===== src/common/mv_consts.svh =====
`ifndef MV_CONSTS_SVH
`define MV_CONSTS_SVH

// array geometry
`define MV_CORES    8
`define MV_COLS     128

`define MV_WORD_W   32

// exec strobe to acc_left holding the product
`define MV_EXEC_LAT 3

`endif

===== src/common/mv_ctrl_pkg.sv =====
`include "mv_consts.svh"

package mv_ctrl_pkg;

    typedef enum logic [2:0] {
        IDLE,
        CLEAR,  // init pulse
        RUN,
        DRAIN,  // wait out the core pipeline
        OUTPUT
    } seq_state_t;

    // counts results leaving the chain
    typedef logic [$clog2(`MV_CORES)-1:0] out_cnt_t;

endpackage


===== src/common/mv_data_pkg.sv =====
`include "mv_consts.svh"

package mv_data_pkg;

    // matrix element, vector element and accumulator
    typedef logic [`MV_WORD_W-1:0] word_t;

    typedef logic [2*`MV_WORD_W-1:0] pair_t; // {odd, even}

    // column index into one row
    typedef logic [$clog2(`MV_COLS)-1:0] col_t;

    typedef logic [$clog2(`MV_COLS)-2:0] pair_addr_t; // col / 2

    // selects one core
    typedef logic [$clog2(`MV_CORES)-1:0] row_t;

endpackage


===== src/hw/mv_sequencer.sv =====
`include "mv_consts.svh"

module mv_sequencer (
    input  logic               clk,
    input  logic               rst_n,
    input  logic               start,
    input  logic               vec_v,
    input  mv_data_pkg::word_t vec_data,
    output logic               init,
    output logic               exec,
    output mv_data_pkg::col_t  exec_mat_addr,
    output mv_data_pkg::word_t exec_src_data,
    output logic               update,
    output logic               out_period,
    output logic               busy,
    output logic               done
);

    localparam int DRAIN_W = $clog2(`MV_EXEC_LAT);

    mv_ctrl_pkg::seq_state_t state;
    mv_ctrl_pkg::out_cnt_t   out_cnt;
    mv_data_pkg::col_t       col_cnt;
    logic [DRAIN_W-1:0]      drain_cnt;
    mv_data_pkg::word_t      src_d1;
    logic                    last_col;

    assign last_col = (col_cnt == mv_data_pkg::col_t'(`MV_COLS - 1));

    assign init       = (state == mv_ctrl_pkg::CLEAR);
    assign out_period = (state == mv_ctrl_pkg::OUTPUT);
    assign update     = out_period && (out_cnt == '0);
    assign done       = out_period && (out_cnt == mv_ctrl_pkg::out_cnt_t'(`MV_CORES - 1));
    assign busy       = (state != mv_ctrl_pkg::IDLE);

    always_ff @(posedge clk) begin
        if (!rst_n) begin
            state     <= mv_ctrl_pkg::IDLE;
            col_cnt   <= '0;
            drain_cnt <= '0;
            out_cnt   <= '0;
        end else begin
            case (state)
                mv_ctrl_pkg::IDLE: begin
                    if (start) begin
                        state <= mv_ctrl_pkg::CLEAR;
                    end
                end
                mv_ctrl_pkg::CLEAR: begin
                    col_cnt <= '0;
                    state   <= mv_ctrl_pkg::RUN;
                end
                mv_ctrl_pkg::RUN: begin
                    if (vec_v) begin
                        col_cnt <= col_cnt + 1'b1;
                        if (last_col) begin
                            drain_cnt <= '0;
                            state     <= mv_ctrl_pkg::DRAIN;
                        end
                    end
                end
                mv_ctrl_pkg::DRAIN: begin
                    // update lands MV_EXEC_LAT edges after the last word
                    if (drain_cnt == DRAIN_W'(`MV_EXEC_LAT - 1)) begin
                        out_cnt <= '0;
                        state   <= mv_ctrl_pkg::OUTPUT;
                    end else begin
                        drain_cnt <= drain_cnt + 1'b1;
                    end
                end
                mv_ctrl_pkg::OUTPUT: begin
                    out_cnt <= out_cnt + 1'b1;
                    if (done) begin
                        state <= mv_ctrl_pkg::IDLE;
                    end
                end
                default: state <= mv_ctrl_pkg::IDLE;
            endcase
        end
    end

    always_ff @(posedge clk) begin
        if (!rst_n) begin
            exec <= 1'b0;
        end else begin
            exec <= vec_v && (state == mv_ctrl_pkg::RUN);
        end
    end

    // src data trails exec by one cycle to meet exec_next in the core
    always_ff @(posedge clk) begin
        exec_mat_addr <= col_cnt;
        src_d1        <= vec_data;
        exec_src_data <= src_d1;
    end

    a_vec_in_run: assert property (@(posedge clk) disable iff (!rst_n)
        vec_v |-> (state == mv_ctrl_pkg::RUN));

endmodule


===== config.mk =====
export PLATFORM = sky130hd
export DESIGN_NAME = mv_sequencer
export DESIGN_NICKNAME = d
export VERILOG_FILES = /design/src/common/mv_ctrl_pkg.sv /design/src/common/mv_data_pkg.sv /design/src/hw/mv_sequencer.sv
export VERILOG_INCLUDE_DIRS = /design/src /design/src/common
export SDC_FILE = /design/constraint.sdc
export NUM_CORES = 1
export LEC_CHECK = 0
export BUFFER_PORTS_ARGS = -buffer_cell sky130_fd_sc_hd__buf_2
export CAP_MARGIN = 20
export CORE_MARGIN = 5
export CORE_UTILIZATION = 47
export DETAILED_ROUTE_END_ITERATION = 8
export GPL_ROUTABILITY_DRIVEN = 1
export PLACE_DENSITY_LB_ADDON = 0.1
export SKIP_LAST_GASP = 1
export SYNTH_ARGS = -nofsm -noshare
export SYNTH_HDL_FRONTEND = slang
export SYNTH_SLANG_ARGS = --single-unit
export TNS_END_PERCENT = 10

===== constraint.sdc =====
create_clock -name clk -period 1.76 [get_ports clk]
set_input_delay 0.088 -clock clk [delete_from_list [all_inputs] [get_ports clk]]
set_output_delay 0.088 -clock clk [all_outputs]
set_load 0.02 [all_outputs]

==> Word-level counts from Yosys, hierarchy flattened <==
Index checks and enable logic that the tools add are counted.
Widths: inputs -> output; s select.
{ "op_classes": {"eq_ne": 13, "n_reduce_logical": 13, "addsub": 3, "muxes": 14} }
{ "op_table": {"columns": ["cell", "n"], "rows": [
  ["$mux 3", 6],
  ["$pmux 3 s5", 1],
  ["$pmux 7 s2", 1],
  ["$ne 2x2->1 const B", 5],
  ["$add 7x1->7 const B", 1],
  ["$eq 7x7->1 const B", 1],
  ["$mux 7", 1],
  ["$eq 3x2->1 const B", 2],
  ["$eq 3x3->1 const B", 2],
  ["$logic_not 3->1", 2],
  ["$mux 2", 3],
  ["$pmux 3 s2", 1],
  ["$reduce_bool 2->1", 3],
  ["$reduce_and 5->1", 1],
  ["$pmux 2 s2", 1],
  ["$reduce_and 2->1", 2],
  ["$reduce_and 4->1", 1],
  ["$add 3x1->3 const B", 1],
  ["$eq 3x1->1 const B", 1],
  ["$logic_and 1x1->1", 3],
  ["$reduce_bool 3->1", 1],
  ["$add 2x1->2 const B", 1],
  ["$eq 2x2->1 const B", 1],
  ["$ne 2x1->1 const B", 1]
]} }
{ "word_totals": {"inputBits": 36, "regBits": 87, "wordCells": 51, "out_inout_bits": 45} }

==> Longest topological paths before layout <==
{ "logic_depth": {"word_depth": 4, "mapped_depth": 6, "mapped_depth_nobuf": 6} }

==> Worst setup path before layout <==
No wires, ideal clock.
{ "synth_path": {"path_kind": "register to output", "startpoint": "reg state[2]", "endpoint": "out update", "path_buffers": 1, "t_required_ps": 1672, "stages_incl_launch_ff": 4, "slack_ps": 202, "t_arrival_ps": 1470, "path_cell_list": "dfxtp_1 -> buf_4 -> or3b_2 -> nor3b_1"} }
{ "synth_via": {"elab_chain_len": 2} }
{ "synth_rtl": {"columns": ["item", "line_no", "text"], "rows": [
  ["start, declared", "mv_sequencer.sv:21", "mv_ctrl_pkg::seq_state_t state;"],
  ["start signal, assigned", "mv_sequencer.sv:38", "state <= mv_ctrl_pkg::IDLE;"],
  ["start signal, assigned", "mv_sequencer.sv:46", "state <= mv_ctrl_pkg::CLEAR;"],
  ["start signal, assigned", "mv_sequencer.sv:51", "state <= mv_ctrl_pkg::RUN;"],
  ["$eq 3x3->1", "mv_sequencer.sv:31", "assign out_period = (state == mv_ctrl_pkg::OUTPUT);"],
  ["$logic_and 1x1->1", "mv_sequencer.sv:32", "assign update = out_period && (out_cnt == '0);"],
  ["end, declared", "mv_sequencer.sv:13", "output logic update,"]
]} }
Every way passes these cells.

==> Worst setup path after layout <==
{ "layout_path": {"startpoint": "reg state[2]", "endpoint": "out done"} }
{ "layout_via": {"elab_chain_len": 2} }
{ "layout_rtl": {"columns": ["item", "line_no", "text"], "rows": [
  ["$eq 3x3->1", "mv_sequencer.sv:31", null],
  ["$logic_and 1x1->1", "mv_sequencer.sv:33", "assign done = out_period && (out_cnt == mv_ctrl_pkg::out_cnt_t'(`MV_CORES - 1));"],
  ["end, declared", "mv_sequencer.sv:16", "output logic done"]
]} }
Every way passes these cells.

==> flow_summary.json <==
{
  "status": "finished clean",
  "grt_pass1_wl_um": 6589,
  "rsz0062_at_grt": "false",
  "min_period_ps": 1633,
  "path_clk_slew_ps": 80,
  "synth_top_area_share_pct": 76.15,
  "total_power_uw": 3712,
  "p_leak_uw": 0.001502,
  "routed_wl_um": 4034,
  "track_usage_pct": 14.04,
  "antenna_cells": 0,
  "worstSetupEndpointType": "output pin",
  "die_h_um": 79.76,
  "crit_arrival_ps": 1550,
  "whs_endpoint": "state[2]",
  "drtIter0Drc": 37,
  "start_kind": "register",
  "vias": 1536,
  "ys_seq_area_share_pct": 76.15,
  "ys.flop_type": "dfxtp_1",
  "dr.pass1.iters": 4,
  "hold_depth": 2,
  "synthTopCellsByArea": "dfxtp_1 (76%), ha_1 (2.7%), nor2b_1 (1.9%)",
  "avgRoutedWirePerCell_um": 11.30,
  "die_w_um": 79.76,
  "drcViolationCount": 0,
  "cts-root-buf": "clkbuf_8",
  "synth.avg_cell_area_sq_um": 13.78,
  "place_congestion": 0.7558,
  "yosysTopAreaCell": "dfxtp_1",
  "syn_to_final_growth_pct": 42.29,
  "clock-sinks": 87,
  "power_density_nw_per_um2": 1141,
  "hp-start": "rst_n",
  "antenna_found_initial": 0,
  "r2r_cells": 5,
  "dp_hpwl_um": 2746,
  "initial_core_util_pct": 48.42,
  "worstPathRequired_ps": 1670,
  "synth_most_common_cell": "dfxtp_1",
  "crit_fanout": 10,
  "grt_overflow": 0,
  "cts_buffers": 9,
  "drv_cap": 0,
  "timing.rr.start": "col_cnt[0]",
  "fin_nets": 326,
  "final_antenna_net_count": 0,
  "numPortBuffers": 80,
  "synth_cell_type_count": 37,
  "path_class": "reg2out",
  "ys_async_sr_fraction_pct": 0,
  "coreArea_sq_um": 4723,
  "cts.path.max_buffers": 2,
  "ys_top_cells_by_count": "dfxtp_1 (87), nor2_1 (8), nor2b_1 (7)",
  "grt_max_degree": 16,
  "fmax_mhz": 612.3,
  "reg2reg_to": "state[0]",
  "cts_tree": "done",
  "fill_cells": 369,
  "htree_levels": 3,
  "tns_ps": 0,
  "slew_violations": 0,
  "die-area_sq_um": 6362,
  "placed_cell_area_sq_um": 2744,
  "grt_pass1_vias": 1486,
  "stdcell_area_sq_um": 3254,
  "synth_seq_cells": 87,
  "min_path_type": "in2reg",
  "min_period_over_period_pct": 92.80,
  "setup-violations-final": 0,
  "netlist_instances": 166,
  "rows": 25,
  "peakVddDrop_mv": 0.6579,
  "worst_slew_pin_slew_ps": 325.5,
  "clock_latency_ps": 330,
  "synth-edff-count": 0,
  "finClkSkew_ps": 5.238,
  "drive_above_1_share_pct": 36.55,
  "syn_area_sq_um": 2287,
  "vias_per_cell": 4.303,
  "yosysWarningCount": 0,
  "hold_viol": 0,
  "syn_nets": 207,
  "ios": 81,
  "max-slew-margin-rel_pct": 78.10,
  "r2r_setup_slack_ps": 260
}
[logic make-up after synthesis]
family | after synthesis | share of synthesized area, %
fa+ha+maj | 5 | 2.735
xor+xnor | 4 | 1.532
buf+inv | 9 | 2.187
simple gates | 41 | 11.43
mux | 1 | 0.4377
flops | 87 | 76.15
compound gates | 19 | 5.526
[layer usage]
layer	vias to the layer above	part of all wire, %	global-route usage, %
met2	51	49	21.87
met3	7	7.0	5.305
li1	802	-	-
met1	676	42	15.84
met5	-	0	0
met4	0	1.6	9.628
[how the worst max path moves through the flow]
| stage | startpoint | endpoint | slack, ps | cells past startpoint |
|---|---|---|---|---|
| after detailed placement | state[2] | out_cnt[1] | 170 | 5 |
| after global routing | state[2] | update | 30 | 3 |
| after CTS | state[0] | done | 2 | 4 |
| final | state[2] | done | 130 | 4 |
| after global placement | state[2] | state[0] | 210 | 4 |
| after floorplan | state[2] | update | 200 | 3 |
[cells in the final DEF, fill, tap and decap left out, drive strengths merged, types with 3 or more instances in the layout]
| cell | instances |
|---|---|
| dfxtp | 87 |
| dlygate4sd3 | 32 |
| ha | 5 |
| xor2 | 4 |
| nand2 | 4 |
| and3 | 3 |
| nor2 | 9 |
| inv | 5 |
| buf | 81 |
| clkbuf | 10 |
| nor2b | 7 |
| a31oi | 3 |
| o21ai | 4 |
| a21oi | 4 |
| clkinv | 4 |
[registers in the layout (all words and copies together), names as in the netlist]
| name | flops |
|---|---|
| out_cnt | 3 |
| exec | 1 |
| src_d1 | 32 |
| drain_cnt | 2 |
| exec_mat_addr | 7 |
| state | 3 |
| col_cnt | 7 |
| exec_src_data | 32 |
[final cells by class]
class | instances | area [sq um] | share of cell area (%)
Multi-Input combinational cell | 70 | 498.0 | 15.30
Clock inverter | 6 | 43.79 | 1.346
Sequential cell | 87 | 1748 | 53.71
Timing Repair Buffer | 113 | 728.2 | 22.38
Inverter | 4 | 15.01 | 0.4614
Clock buffer | 10 | 137.6 | 4.229
Tap cell | 67 | 83.83 | 2.576
[through the flow]
step                      setup WS (ps)  std cells  utilization [%]  hold WS [ps]
after global routing              32.79        357            68.90         101.3
after detailed placement          166.2        309            58.09         191.6
after CTS                         1.985        357            68.85         100.1
after floorplan                   202.3        166                -         115.7
final                             126.7        357            68.90         112.9
after global placement            213.7        309            58.09         190.3
[repair_timing]
item                                    in CTS  in global routing
hold endpoints to repair                    32                  0
setup buffers                                0                  0
hold buffers                                32                  0
resized for setup                            5                  1
endpoints found under the setup margin       3                  2
[report_power, final]
part | internal (uW) | switching (uW)
Sequential | 2070 | 57.3
Combinational | 189 | 191
Clock | 555 | 652
[critical path, cell delays in order, from the launching register on]
cell	delay, ps
dfxtp_4	400
or3b_4	420
inv_2	100
and2_1	130
buf_2	160
(Power assumes the default switching activity.)
