===== src/common/mv_consts.svh =====
`ifndef MV_CONSTS_SVH
`define MV_CONSTS_SVH

// array geometry
`define MV_CORES    8
`define MV_COLS     128

`define MV_WORD_W   32

// exec strobe to acc_left holding the product
`define MV_EXEC_LAT 3

`endif

===== src/common/mv_data_pkg.sv =====
`include "mv_consts.svh"

package mv_data_pkg;

    // matrix element, vector element and accumulator
    typedef logic [`MV_WORD_W-1:0] word_t;

    typedef logic [2*`MV_WORD_W-1:0] pair_t; // {odd, even}

    // column index into one row
    typedef logic [$clog2(`MV_COLS)-1:0] col_t;

    typedef logic [$clog2(`MV_COLS)-2:0] pair_addr_t; // col / 2

    // selects one core
    typedef logic [$clog2(`MV_CORES)-1:0] row_t;

endpackage


===== src/hw/mv_loader.sv =====
module mv_loader (
    input  logic                    clk,
    input  logic                    rst_n,
    input  logic                    load_v,
    input  mv_data_pkg::row_t       load_row,
    input  mv_data_pkg::col_t       load_col,
    input  mv_data_pkg::word_t      load_word,
    output logic                    mat_v,
    output mv_data_pkg::row_t       mat_row,
    output mv_data_pkg::pair_addr_t mat_a,
    output mv_data_pkg::pair_t      mat_d
);

    logic                    held_v;
    mv_data_pkg::word_t      held_word;
    mv_data_pkg::row_t       held_row;
    mv_data_pkg::pair_addr_t held_a;

    mv_data_pkg::pair_addr_t load_a;
    logic                    load_odd;

    assign load_a   = load_col[$bits(load_col)-1:1];
    assign load_odd = load_col[0];

    always_ff @(posedge clk) begin
        if (!rst_n) begin
            held_v <= 1'b0;
            mat_v  <= 1'b0;
        end else begin
            mat_v <= load_v && load_odd;
            if (load_v) begin
                held_v <= !load_odd; // odd word consumes the held one
            end
        end
    end

    // even word waits here
    always_ff @(posedge clk) begin
        if (load_v && !load_odd) begin
            held_word <= load_word;
            held_row  <= load_row;
            held_a    <= load_a;
        end
    end

    always_ff @(posedge clk) begin
        if (load_v && load_odd) begin
            mat_row <= load_row;
            mat_a   <= load_a;
            mat_d   <= {load_word, held_word};
        end
    end

    // odd word must complete the pair that is being held
    a_pair_match: assert property (@(posedge clk) disable iff (!rst_n)
        (load_v && load_odd) |-> (held_v && load_row == held_row && load_a == held_a));

endmodule


===== config.mk =====
export PLATFORM = sky130hd
export DESIGN_NAME = mv_loader
export DESIGN_NICKNAME = d
export VERILOG_FILES = /design/src/common/mv_data_pkg.sv /design/src/hw/mv_loader.sv
export VERILOG_INCLUDE_DIRS = /design/src /design/src/common
export SDC_FILE = /design/constraint.sdc
export NUM_CORES = 1
export LEC_CHECK = 0
export ABC_AREA = 1
export ABC_CLOCK_PERIOD_IN_PS = 2400
export BUFFER_PORTS_ARGS = -buffer_cell sky130_fd_sc_hd__buf_2
export CAP_MARGIN = 10
export CORE_ASPECT_RATIO = 0.75
export CORE_MARGIN = 2
export CORE_UTILIZATION = 43
export CTS_BUF_LIST = sky130_fd_sc_hd__clkbuf_16
export CTS_CLUSTER_DIAMETER = 40
export CTS_CLUSTER_SIZE = 8
export DETAILED_ROUTE_END_ITERATION = 7
export PLACE_DENSITY = 0.74
export REMOVE_ABC_BUFFERS = 1
export SETUP_SLACK_MARGIN = 0.15
export SYNTH_ARGS = -nofsm -noshare
export SYNTH_HDL_FRONTEND = slang
export SYNTH_SLANG_ARGS = --single-unit

===== constraint.sdc =====
create_clock -name clk -period 2.4 [get_ports clk]
set_clock_uncertainty 0.2 [all_clocks]
set_input_delay 0.12 -clock clk [delete_from_list [all_inputs] [get_ports clk]]
set_output_delay 0.12 -clock clk [all_outputs]
set_load 0.02 [all_outputs]

**Word-level counts from Yosys, hierarchy flattened**

Index checks and enable logic that the tools add are counted.

- Logic and storage cells: 8
- Output and inout port bits: 74
- Register bits: 106

- Reductions and logical operators: 3

Operators with widths:

| operator | number |
|---|---|
| $logic_and 1x1->1 | 2 |
| $logic_not 1->1 | 1 |

**Logic depth before layout (Yosys ltp)**

Gate-level depths: netlist of the first run.

- Depth after elaboration: 2
- Mapped depth: 2
- Gate-level depth less buffers: 2

**Least setup slack after synthesis of the first run**

No wires, ideal clock.

- Path kind: input -> register
- Start point: input load_v
- End point: register mat_a[0] (enable)
- Path slack: 156 ps
- Stages on the path: 2
- Buffers on the path: 0
- Arrival: 1617 ps
- Library setup time: 427 ps
- Cell sequence: nand2_1 > inv_1

- Longest elaborated chain between the ends: 1

RTL lines:

| element | line | RTL |
|---|---|---|
| start: declaration | mv_loader.sv:4 | `input logic load_v,` |
| $logic_and 1x1->1 | mv_loader.sv:47 | `if (load_v && load_odd) begin` |
| end signal: assignment | mv_loader.sv:49 | `mat_a <= load_a;` |
| end: declaration | mv_loader.sv:10 | `output mv_data_pkg::pair_addr_t mat_a,` |

No other way between the ends.
A chain may end at the register's enable or synchronous reset.

**Final worst setup path of the first run**

- Start point: input rst_n
- End point: register mat_v

RTL lines:

| element | line | RTL |
|---|---|---|
| start: declaration | mv_loader.sv:3 | `input logic rst_n,` |
| end signal: assignment | mv_loader.sv:30 | `mat_v <= load_v && load_odd;` |
| end: declaration | mv_loader.sv:8 | `output logic mat_v,` |

No word-level cell between the ends.

==> impl_results.md, run 1 <==
- Worst-path clk slew: ~60 ps
- Die Width: between 100 and 150 um
- Crit path cell chain: dlygate4sd3_1, buf_2, inv_1, nor2_2, dlygate4sd3_1
- Most instantiated library cell after synthesis: edfxtp_1
- Post-synth top area share: 0.986
- Max Cap Viol: 0
- Yosys cell types: 6
- Routability cong.: 0.714
- Worst skew pair latency: 330 ps
- Most frequent cells after synthesis: edfxtp_1, inv_1
- PostCTS Resize Cnt: 0
- Detailed Route Iter0 Violations: 26
- DRT Pass-1 Iters: 4
- Final-report max-slew violation count: 0
- Area leader, netlist: edfxtp_1
- RSZ-0062 raised after global routing: false
- Fin util: 0.643
- Sequential area share after synthesis: 0.992
- Largest net degree at the start of global routing: between 60 and 70
- Setup Viol. Count Final: 0
- Root Buffer: clkbuf_16
- Row cnt: 27
- First-pass GRT wire length: roughly 8.6 mm
- GRT overflow: 0
- Clock Power Share: 0.357
- Final #Nets: 331
- Detail Route Antenna Nets: 0
- Maximum fanout along the worst path: 1
- Flop pwr share: 0.569
- Max Fclk: roughly 700 MHz
- Worst Setup Start Kind: input port
- Synth Warn #: 0
- Flops & latches, synth: 106
- Slew @ Worst Pin: 423 ps
- Predominant post-synthesis flop cell: edfxtp_1
- Htree depth: 3
- Arr. time, crit path: roughly 1500 ps
- Sw frac: 0.199
- GRT Overall Usage: 0.146
- Drt wl/cell: roughly 14 um
- Top cell family by delay on the critical path: buffers and inverters
- Initial antenna violation count: 0
- CP Class: in2reg
- Routed Wire Length: ~5.6 mm
- CTS Buf Count: 9
- Worst min-delay path class: in2reg
- Initial Util: 0.440
- Crit end category: flop
- Maximum vdd drop: 0.511 mV
- Final worst path period share: 0.599
- Number of synthesized flops with an enable pin: 105
- Run status: completed
- Static leakage: about 1.8 nW
- Layout area overhead: 46.0%
- PortBufs: about 120
- Die height: 78.7 um
- Fillers: ~500
- CTS Buffer Depth: 2
- Vias in the first global route: approximately 1700
- NetSw: ~0.00076 W
- Normalized max-slew margin: 0.718
- Hpwl dp: 3.32 mm
- Syn_area_per_cell: 28.6 um^2
- Most used cell, CP: dlygate4sd3_1
- Setup TNS: 0 ps
- DR vias: 1679
- I/O pins: about 120
- Die area: a little over 8000 um^2
- Slowest CP cell: dlygate4sd3_1
- N_diodes: 0
- FFs w/ async S/R, synth: 0
- CTS tree: done
- Internal power: roughly 0.0031 W
- Residual DRC count: 0
- Layout cells sized above 1: 0.467
- Clock Sinks: approximately 110
- Vias per cell: between 4 and 5
- Comb pwr share: 0.074
- Buf/Inv on CP: 4
- Syn Std Cell Area: 3200 um^2
- Pwr Density: 820 nW/um^2
- CP peak stage delay: between 500 and 600 ps
- Worst setup margin: between 900 and 1000 ps
- Top cells by area, synth: edfxtp_1, dfxtp_1, inv_1
- Critical path required time: around 2400 ps
- Shortest period the worst path allows: ~1400 ps
- Core footprint: a little over 7000 um^2
- Pre-CTS setup slack: roughly 900 ps
- Final Hold Vio Count: 0
- Cells after Synth: roughly 110
## power by group through the flow
stage	combinational (W)	clock (W)	sequential (W)
2_1_floorplan	0.0000262	0	0.00231
3_3_place_gp	0.000227	0	0.00221
3_5_place_dp	0.000232	0	0.00222
4_1_cts	0.000286	0.00142	0.00218
5_1_grt	0.000305	0.00148	0.00219
6_report	0.000285	0.00137	0.00218
## logic make-up after synthesis
kind of cell	synth area share
DFF	0.992
buffers and inverters	0.00352
and+or+nand+nor	0.00430
## metal layers
metal	vias up	track usage	wire length [um]	share of wire
li1	798	-	-	-
met1	776	0.157	2170	0.39
met2	92	0.239	2630	0.47
met3	13	0.0772	626	0.11
met4	0	0.0689	119	0.021
met5	-	0	0	0
## final timing paths
path	depth (start not counted)	slack (ps)	start	end
setup / recovery	5	960	rst_n	mat_v
hold / removal	3	150	load_v	mat_d[46]
hold reg to reg	0	210	held_word[31]	mat_d[31]
setup reg to reg	0	1560	held_word[27]	mat_d[27]
## sequential cells by signal (all words and copies together) (netlist names)
register	flops
mat_a	6
mat_d	64
held_word	32
mat_v	1
mat_row	3
## metrics by stage
stage	cells	area, um^2	power (W)	hold slack (ps)
after CTS	392	4670	0.00389	131
final	392	4670	0.00383	151
after floorplan	112	3200	0.00233	18.9
after global placement	333	3950	0.00244	97.4
after detailed placement	333	3950	0.00245	98.8
after global routing	392	4670	0.00397	174
## what timing repair did
item                       in CTS  in global routing
hold buffers                   43                  0
buffers inserted                0                  0
setup endpoints to repair       0                  0
hold endpoints to repair       74                  0
## cells in the final DEF (no fill, tap or decap)
cell           instances
dfxtp_1                1
clkinvlp_4             2
clkinv_1               1
buf_4                  1
clkinv_4               1
buf_12                 1
nor2_2                 1
nand2_1                1
edfxtp_1             105
dlygate4sd3_1         43
inv_2                  1
buf_2                118
bufinv_16              1
nor2_4                 1
inv_1                  4
clkbuf_16              9
## cell type report
| type | count | area, um^2 | area share |
|---|---|---|---|
| inverter | 3 | 11.3 | 0.00241 |
| clock buffer | 9 | 225 | 0.0482 |
| clock inverter | 7 | 65.1 | 0.0139 |
| timing repair buffer | 163 | 1050 | 0.224 |
| tap | 101 | 126 | 0.0271 |
| sequential | 106 | 3170 | 0.679 |
| multi-input combinational | 3 | 21.3 | 0.00455 |
## tightest hold or removal path, stage by stage
cell     delay (ps)
buf_2           110
nand2_1         110
inv_2           140
Power figures use the tool's default switching activity.
==> inputs of run 2 (changes only) <==
--- a/config.mk
+++ b/config.mk
@@ -7,7 +7,7 @@
 export NUM_CORES = 1
 export LEC_CHECK = 0
 export ABC_AREA = 1
-export ABC_CLOCK_PERIOD_IN_PS = 2400
+export ABC_CLOCK_PERIOD_IN_PS = 1200
 export BUFFER_PORTS_ARGS = -buffer_cell sky130_fd_sc_hd__buf_2
 export CAP_MARGIN = 10
 export CORE_ASPECT_RATIO = 0.75
==> constraint.sdc (replaced) <==
create_clock -name clk -period 1.2 [get_ports clk]
set_clock_uncertainty 0.2 [all_clocks]
set_input_delay 0.06 -clock clk [delete_from_list [all_inputs] [get_ports clk]]
set_output_delay 0.06 -clock clk [all_outputs]
set_load 0.02 [all_outputs]
==> run 2 against run 1 <==
Global-route usage is 0.22 points higher. Critical path depth fell by 4. Flip-flop and latch count did not move. Clock power increased by 110%. Register-to-register slack got worse by 1200 ps. Die area did not move. Critical endpoint is now mat_d[43]. Largest power group unchanged. Highest routed layer unchanged.
==> impl_results.md, run 2 (same netlist as run 1, synthesis figures left out) <==
- Critical path required time: 940 ps (-1480 ps)
- Layout area overhead: 63.1%
- Clock Sinks: 106 (unchanged)
- Maximum fanout along the worst path: 1 (unchanged)
- CTS tree: done
- Core footprint: 7260 um^2 (unchanged)
- Crit path cell chain: buf_6
- Final Hold Vio Count: 0 (unchanged)
- Multi-input gate area in the final layout: 21.3 um^2 (unchanged)
- Worst Hold Slack: 10.2 ps (-141 ps)
- Normalized max-slew margin: 0.879 (+0.161)
- Uppermost layer routed: met4
- Shortest period the worst path allows: roughly 1200 ps
- DRT Pass-1 Iters: 4 (unchanged)
- Worst-path clk slew: 70 ps (about the same)
- Residual DRC count: 0 (unchanged)
- Row cnt: 27 (unchanged)
- GRT Overall Usage: 0.148 (+0.00223)
- Slew @ Worst Pin: 182 ps (-241 ps)
- Max Cap Viol: 0 (unchanged)
- Final worst path period share: 0.964
- Top cell family by delay on the critical path: flip-flops
- Largest net degree at the start of global routing: 34 (-46%)
- First-pass GRT wire length: 8.80 mm (+1.9%)
- Largest register by flop count: mat_d
- Top flop regs: mat_d: 64 flops, held_word: 32 flops, mat_a: 6 flops
- Worst min-delay path class: in2reg
- Worst Setup Start Kind: flop
- R2R Path Start: held_word[20]
- Initial antenna violation count: 0 (unchanged)
- Die area: 8150 um^2 (unchanged)
- FF+latch area: 3170 um^2 (about the same)
- Number of post-CTS setup repair buffers: 0 (unchanged)
- Final-report max-slew violation count: 0 (unchanged)
- Buf/Inv on CP: 1 (-3)
- Vias in the first global route: 1730 (-0.52%)
- Finished Layout Cells: 395 (+0.77%)
- Met1 WL: 2.54 mm (+17%)
- CTS Buffer Depth: 2 (unchanged)
- Slowest CP cell: edfxtp_1
- Routability cong.: 0.689 (-3.5%)
- GRT overflow: 0 (unchanged)
- Fin util: 0.718 (+0.0749)
- Arr. time, crit path: 900 ps (-560 ps)
- Htree depth: 3 (unchanged)
- CP startpoint: mat_d[43]
- Fillers: 420 (-16%)
- DR WL met3: 646 um (+3.2%)
- Cell count after placement: 336 (+0.90%)
- Die height: 78.7 um (unchanged)
- Largest register FFs: 64 (unchanged)
- Routed Wire Length: 6.37 mm (+15%)
- Die Width: 104 um (unchanged)
- R2r setup slk: 370 ps (-1190 ps)
- RSZ-0062 raised after global routing: true
- Detailed Route Iter0 Violations: 30 (+15%)
- Detail Route Antenna Nets: 0 (unchanged)
- CP Class: reg2out
- CP peak stage delay: 410 ps (-140 ps)
- I/O pins: 119 (unchanged)
- Vias per cell: 4.35 (+1.5%)
- Wire length on met2: 3.08 mm (+17%)
- Pwr Density: 1550 nW/um^2 (+89%)
- Static leakage: 2.01 nW (+10%)
- N_diodes: 0 (unchanged)
- Layout cells sized above 1: 0.486 (+0.0190)
- Drt wl/cell: 16.1 um (+14%)
- Design Area, Final: 5220 um^2 (+12%)
- Most frequent cells in the layout: edfxtp_1, buf_6, buf_2
- Final #Nets: 334 (+0.91%)
- Placed Area: 4010 um^2 (+1.5%)
- Reg2reg end: mat_d[20]
- Crit path depth: 1 (-4)
- Worst Setup EP: mat_d[43]
- PortBufs: 118 (unchanged)
- Hpwl dp: 3.58 mm (+7.9%)
- Worst R2R Path Depth: 0 (unchanged)
- Worst skew pair latency: 340 ps (about the same)
- Max Fclk: approximately 860 MHz
- Run status: completed
- Crit end category: primary output
- Initial Util: 0.440 (unchanged)
- Commonest non-fill, non-tap cell in the layout: edfxtp_1
- CTS Buf Count: 9 (unchanged)
- DR vias: 1717 (+2.3%)
- Root Buffer: clkbuf_16
- Setup Viol. Count Final: 0 (unchanged)
- Maximum vdd drop: 1.10 mV (+110%)
==> run 2: cell count changes in the layout (fill, tap and decap cells not counted), moves of 2 or more <==
cell | before | now
buf_2 | 118 | 44
buf_12 | 1 | 4
inv_8 | 0 | 3
buf_6 | 0 | 74
inv_1 | 4 | 2
==> run 2: what timing repair did <==
item,CTS,global route
hold endpoints to repair,74,0
hold buffers,43,0
endpoints found under the setup margin,74,74
resized for setup,27,122
==> run 2: worst min-delay path by stage <==
stage	startpoint	to	slack, ps	cells after the start
detailed placement	load_row[2]	mat_row[2]	40	1
global placement	load_col[2]	mat_a[1]	40	1
global route	load_col[0]	held_word[1]	6	3
CTS	load_col[0]	held_word[0]	4	3
finish	load_col[0]	held_word[18]	10	3
floorplan	load_word[0]	held_word[0]	-40	0
==> run 2: final cells by class <==
cell class | instances | share of cell area
Clock buffer | 9 | 0.0432
Clock inverter | 7 | 0.0163
Inverter | 3 | 0.00216
Multi-Input combinational cell | 3 | 0.00408
Sequential cell | 106 | 0.609
Tap cell | 101 | 0.0242
Timing Repair Buffer | 166 | 0.301
==> run 2: routing by layer <==
metal / vias to the layer above / GRT usage
met5: - / 0
met1: 807 / 0.170
met4: 0 / 0.0486
met2: 97 / 0.232
li1: 803 / -
met3: 10 / 0.0897
==> run 2: power breakdown <==
part           internal, W  switching, W
logic             0.000395      0.000347
registers          0.00431     0.0000802
clock network      0.00166       0.00128
==> run 2: per-stage QoR <==
| step | setup TNS, ps | setup slack (ps) | power, W |
|---|---|---|---|
| after floorplan | -99720 | -984 | 0.00466 |
| after global placement | 0 | 71.1 | 0.00491 |
| after detailed placement | 0 | 65.1 | 0.00493 |
| after CTS | 0 | 25.1 | 0.00800 |
| after global routing | -1.11 | -0.566 | 0.00837 |
| final | 0 | 43.4 | 0.00807 |
==> inputs of run 3 (changes only) <==
--- a/config.mk
+++ b/config.mk
@@ -6,14 +6,13 @@
 export SDC_FILE = /design/constraint.sdc
 export NUM_CORES = 1
 export LEC_CHECK = 0
-export ABC_AREA = 1
+export ABC_AREA = 0
 export ABC_CLOCK_PERIOD_IN_PS = 1200
 export BUFFER_PORTS_ARGS = -buffer_cell sky130_fd_sc_hd__buf_2
 export CAP_MARGIN = 10
 export CORE_ASPECT_RATIO = 0.75
 export CORE_MARGIN = 2
 export CORE_UTILIZATION = 43
-export CTS_BUF_LIST = sky130_fd_sc_hd__clkbuf_16
 export CTS_CLUSTER_DIAMETER = 40
 export CTS_CLUSTER_SIZE = 8
 export DETAILED_ROUTE_END_ITERATION = 7
==> run 3 against run 2 <==
First-iteration DRC count up 60%. Fmax down 1.8%. Setup slack got worse by 22 ps. Utilization down 1.7 points. Non-clock buffer count is the same. Clock power decreased by 22%. Power fell by 8.4%. Global-route usage grew 1.5 points. Largest cell class unchanged. Final area is 2.4% lower.
==> impl_results.md, run 3 <==
- Run status: completed
- Worst Setup Start Kind: flop
- Area leader, netlist: edfxtp_1
- Sw frac: 0.204 (-0.00699)
- CTS Buf Count: 9 (unchanged)
- Layout area overhead: 59.3%
- Comb pwr share: 0.099 (+0.007)
- Most instantiated library cell after synthesis: edfxtp_1
- Routability cong.: 0.694 (+0.70%)
- Normalized max-slew margin: 0.861 (-0.0181)
- Critical path required time: 940 ps (about the same)
- Largest register FFs: 64 (unchanged)
- Row cnt: 27 (unchanged)
- Static leakage: 1.94 nW (-3.2%)
- Predominant post-synthesis flop cell: edfxtp_1
- Final-report max-slew violation count: 0 (unchanged)
- Worst-path clk slew: 100 ps (+30 ps)
- Number of post-CTS setup repair buffers: 0 (unchanged)
- Residual DRC count: 0 (unchanged)
- Finished Layout Cells: 392 (-0.76%)
- Die area: 8150 um^2 (about the same)
- Sequential area share after synthesis: 0.993 (about the same)
- Vias in the first global route: 1867 (+7.9%)
- Detailed Route Iter0 Violations: 48 (+60%)
- Top flop regs: mat_d: 64 flops, held_word: 32 flops, mat_a: 6 flops
- Max Fclk: 849 MHz (-1.8%)
- DRT Pass-1 Iters: 4 (unchanged)
- Most frequent cells in the layout: edfxtp_1, buf_6, buf_2
- Worst min-delay path class: in2reg
- Worst skew pair latency: 350 ps (about the same)
- Top cell family by delay on the critical path: flip-flops
- Htree depth: 3 (unchanged)
- CTS tree: done
- Internal power: 0.00589 W (-7.6%)
- Setup Viol. Count Final: 0 (unchanged)
- Layout cells sized above 1: 0.478 (-0.00873)
- Cell count after placement: 332 (-1.2%)
- Die height: 78.7 um (about the same)
- Slowest CP cell: edfxtp_1
- Crit path cell chain: buf_6
- Flop pwr share: 0.593 (+0.049)
- Initial antenna violation count: 0 (unchanged)
- GRT Overall Usage: 0.163 (+0.0150)
- NetSw: 0.00151 W (-11%)
- Shortest period the worst path allows: 1180 ps (+21.5 ps)
- RSZ-0062 raised after global routing: true
- Final #Nets: 331 (-0.90%)
- Routed Wire Length: 6.27 mm (-1.6%)
- Maximum vdd drop: 1.04 mV (-5.4%)
- Largest register by flop count: mat_d
- Slew @ Worst Pin: 209 ps (+27.2 ps)
- Flops & latches, synth: 106 (unchanged)
- Buf/Inv on CP: 1 (unchanged)
- Most frequent cells after synthesis: edfxtp_1, and2_2, and2b_2, and3_2, dfxtp_1
- PortBufs: 118 (unchanged)
- Max Cap Viol: 0 (unchanged)
- DR vias: 1717 (unchanged)
- Vias per cell: 4.38 (+0.77%)
- Cells after Synth: 109 (-2.7%)
- Core footprint: 7260 um^2 (unchanged)
- GRT overflow: 0 (unchanged)
- Post-synth top area share: 0.986 (about the same)
- Initial Util: 0.440 (about the same)
- Clock Power Share: 0.308 (-0.056)
- Maximum fanout along the worst path: 1 (unchanged)
- Root Buffer: clkbuf_8
- Largest net degree at the start of global routing: 39 (+15%)
- Syn Std Cell Area: 3200 um^2 (about the same)
- Synth Warn #: 0 (unchanged)
- CTS Buffer Depth: 2 (unchanged)
- Commonest non-fill, non-tap cell in the layout: edfxtp_1
- Die Width: 104 um (about the same)
- Number of synthesized flops with an enable pin: 105 (unchanged)
- N_diodes: 0 (unchanged)
- Drt wl/cell: 16.0 um (-0.82%)
- Top cells by area, synth: edfxtp_1, dfxtp_1, and2b_2
- Crit end category: primary output
- First-pass GRT wire length: 9.70 mm (+10%)
- Yosys cell types: 5 (-1)
- Final worst path period share: 0.982 (+0.0179)
- CP peak stage delay: 410 ps (about the same)
- Syn_area_per_cell: 29.3 um^2 (+2.7%)
- Pwr Density: 1450 nW/um^2 (-6.2%)
- Arr. time, crit path: 920 ps (+20 ps)
- CP Class: reg2out
- FFs w/ async S/R, synth: 0 (unchanged)
- Clock Sinks: 106 (unchanged)
- I/O pins: 119 (unchanged)
- Fin util: 0.701 (-0.0169)
- Hpwl dp: 3.38 mm (-5.7%)
- Detail Route Antenna Nets: 0 (unchanged)
- Final Hold Vio Count: 0 (unchanged)
[run 3: metal layers]
metal | up-vias | track usage | wire length [um]
li1 | 798 | - | -
met1 | 816 | 0.171 | 2380
met2 | 93 | 0.276 | 3160
met3 | 10 | 0.0947 | 651
met4 | 0 | 0.0581 | 88
met5 | - | 0 | 0
[run 3: cell families (layout without fill, tap and decap cells)]
group	after synthesis	in the layout	share of synthesized area
flops	106	106	0.993
buf+inv	0	182	0
simple gates	3	3	0.00744
[run 3: per-stage QoR]
stage	hold slack, ps	worst slack, ps	TNS, ps	instance area, um^2	power, W
2_1_floorplan	-41.1	-420	-30640	3200	0.00466
3_3_place_gp	36.9	84.0	0	3980	0.00490
4_1_cts	72.9	-6.61	-6.61	5090	0.00746
6_report	103	21.8	0	5090	0.00740
5_1_grt	89.7	-43.0	-788	5090	0.00770
3_5_place_dp	40.1	63.9	0	3980	0.00491
[run 3: what timing repair did]
action,in CTS,in global routing
gates resized for setup,147,0
setup endpoints to repair,74,74
hold endpoints to repair,74,0
hold buffers,44,0
[run 3: power groups by stage]
stage | clock network (W) | logic, W | registers, W
2_1_floorplan | 0 | 0.0000523 | 0.00461
3_3_place_gp | 0 | 0.000465 | 0.00443
3_5_place_dp | 0 | 0.000478 | 0.00443
4_1_cts | 0.00235 | 0.000726 | 0.00438
5_1_grt | 0.00252 | 0.000770 | 0.00441
6_report | 0.00228 | 0.000732 | 0.00439
[run 3: layout make-up]
class / instances / area, um^2
fill: 444 / 2170
clock buffer: 12 / 135
multi-input combinational: 3 / 25.0
sequential: 106 / 3170
timing repair buffer: 166 / 1560
tap: 101 / 126
clock inverter: 4 / 76.3
[run 3: final timing paths]
check | from | to | slack (ps) | depth (start not counted)
max | mat_d[46] | mat_d[46] | 20 | 1
min | load_col[0] | mat_d[2] | 100 | 3
max reg2reg | held_word[24] | mat_d[24] | 350 | 0
min reg2reg | held_word[16] | mat_d[16] | 220 | 0
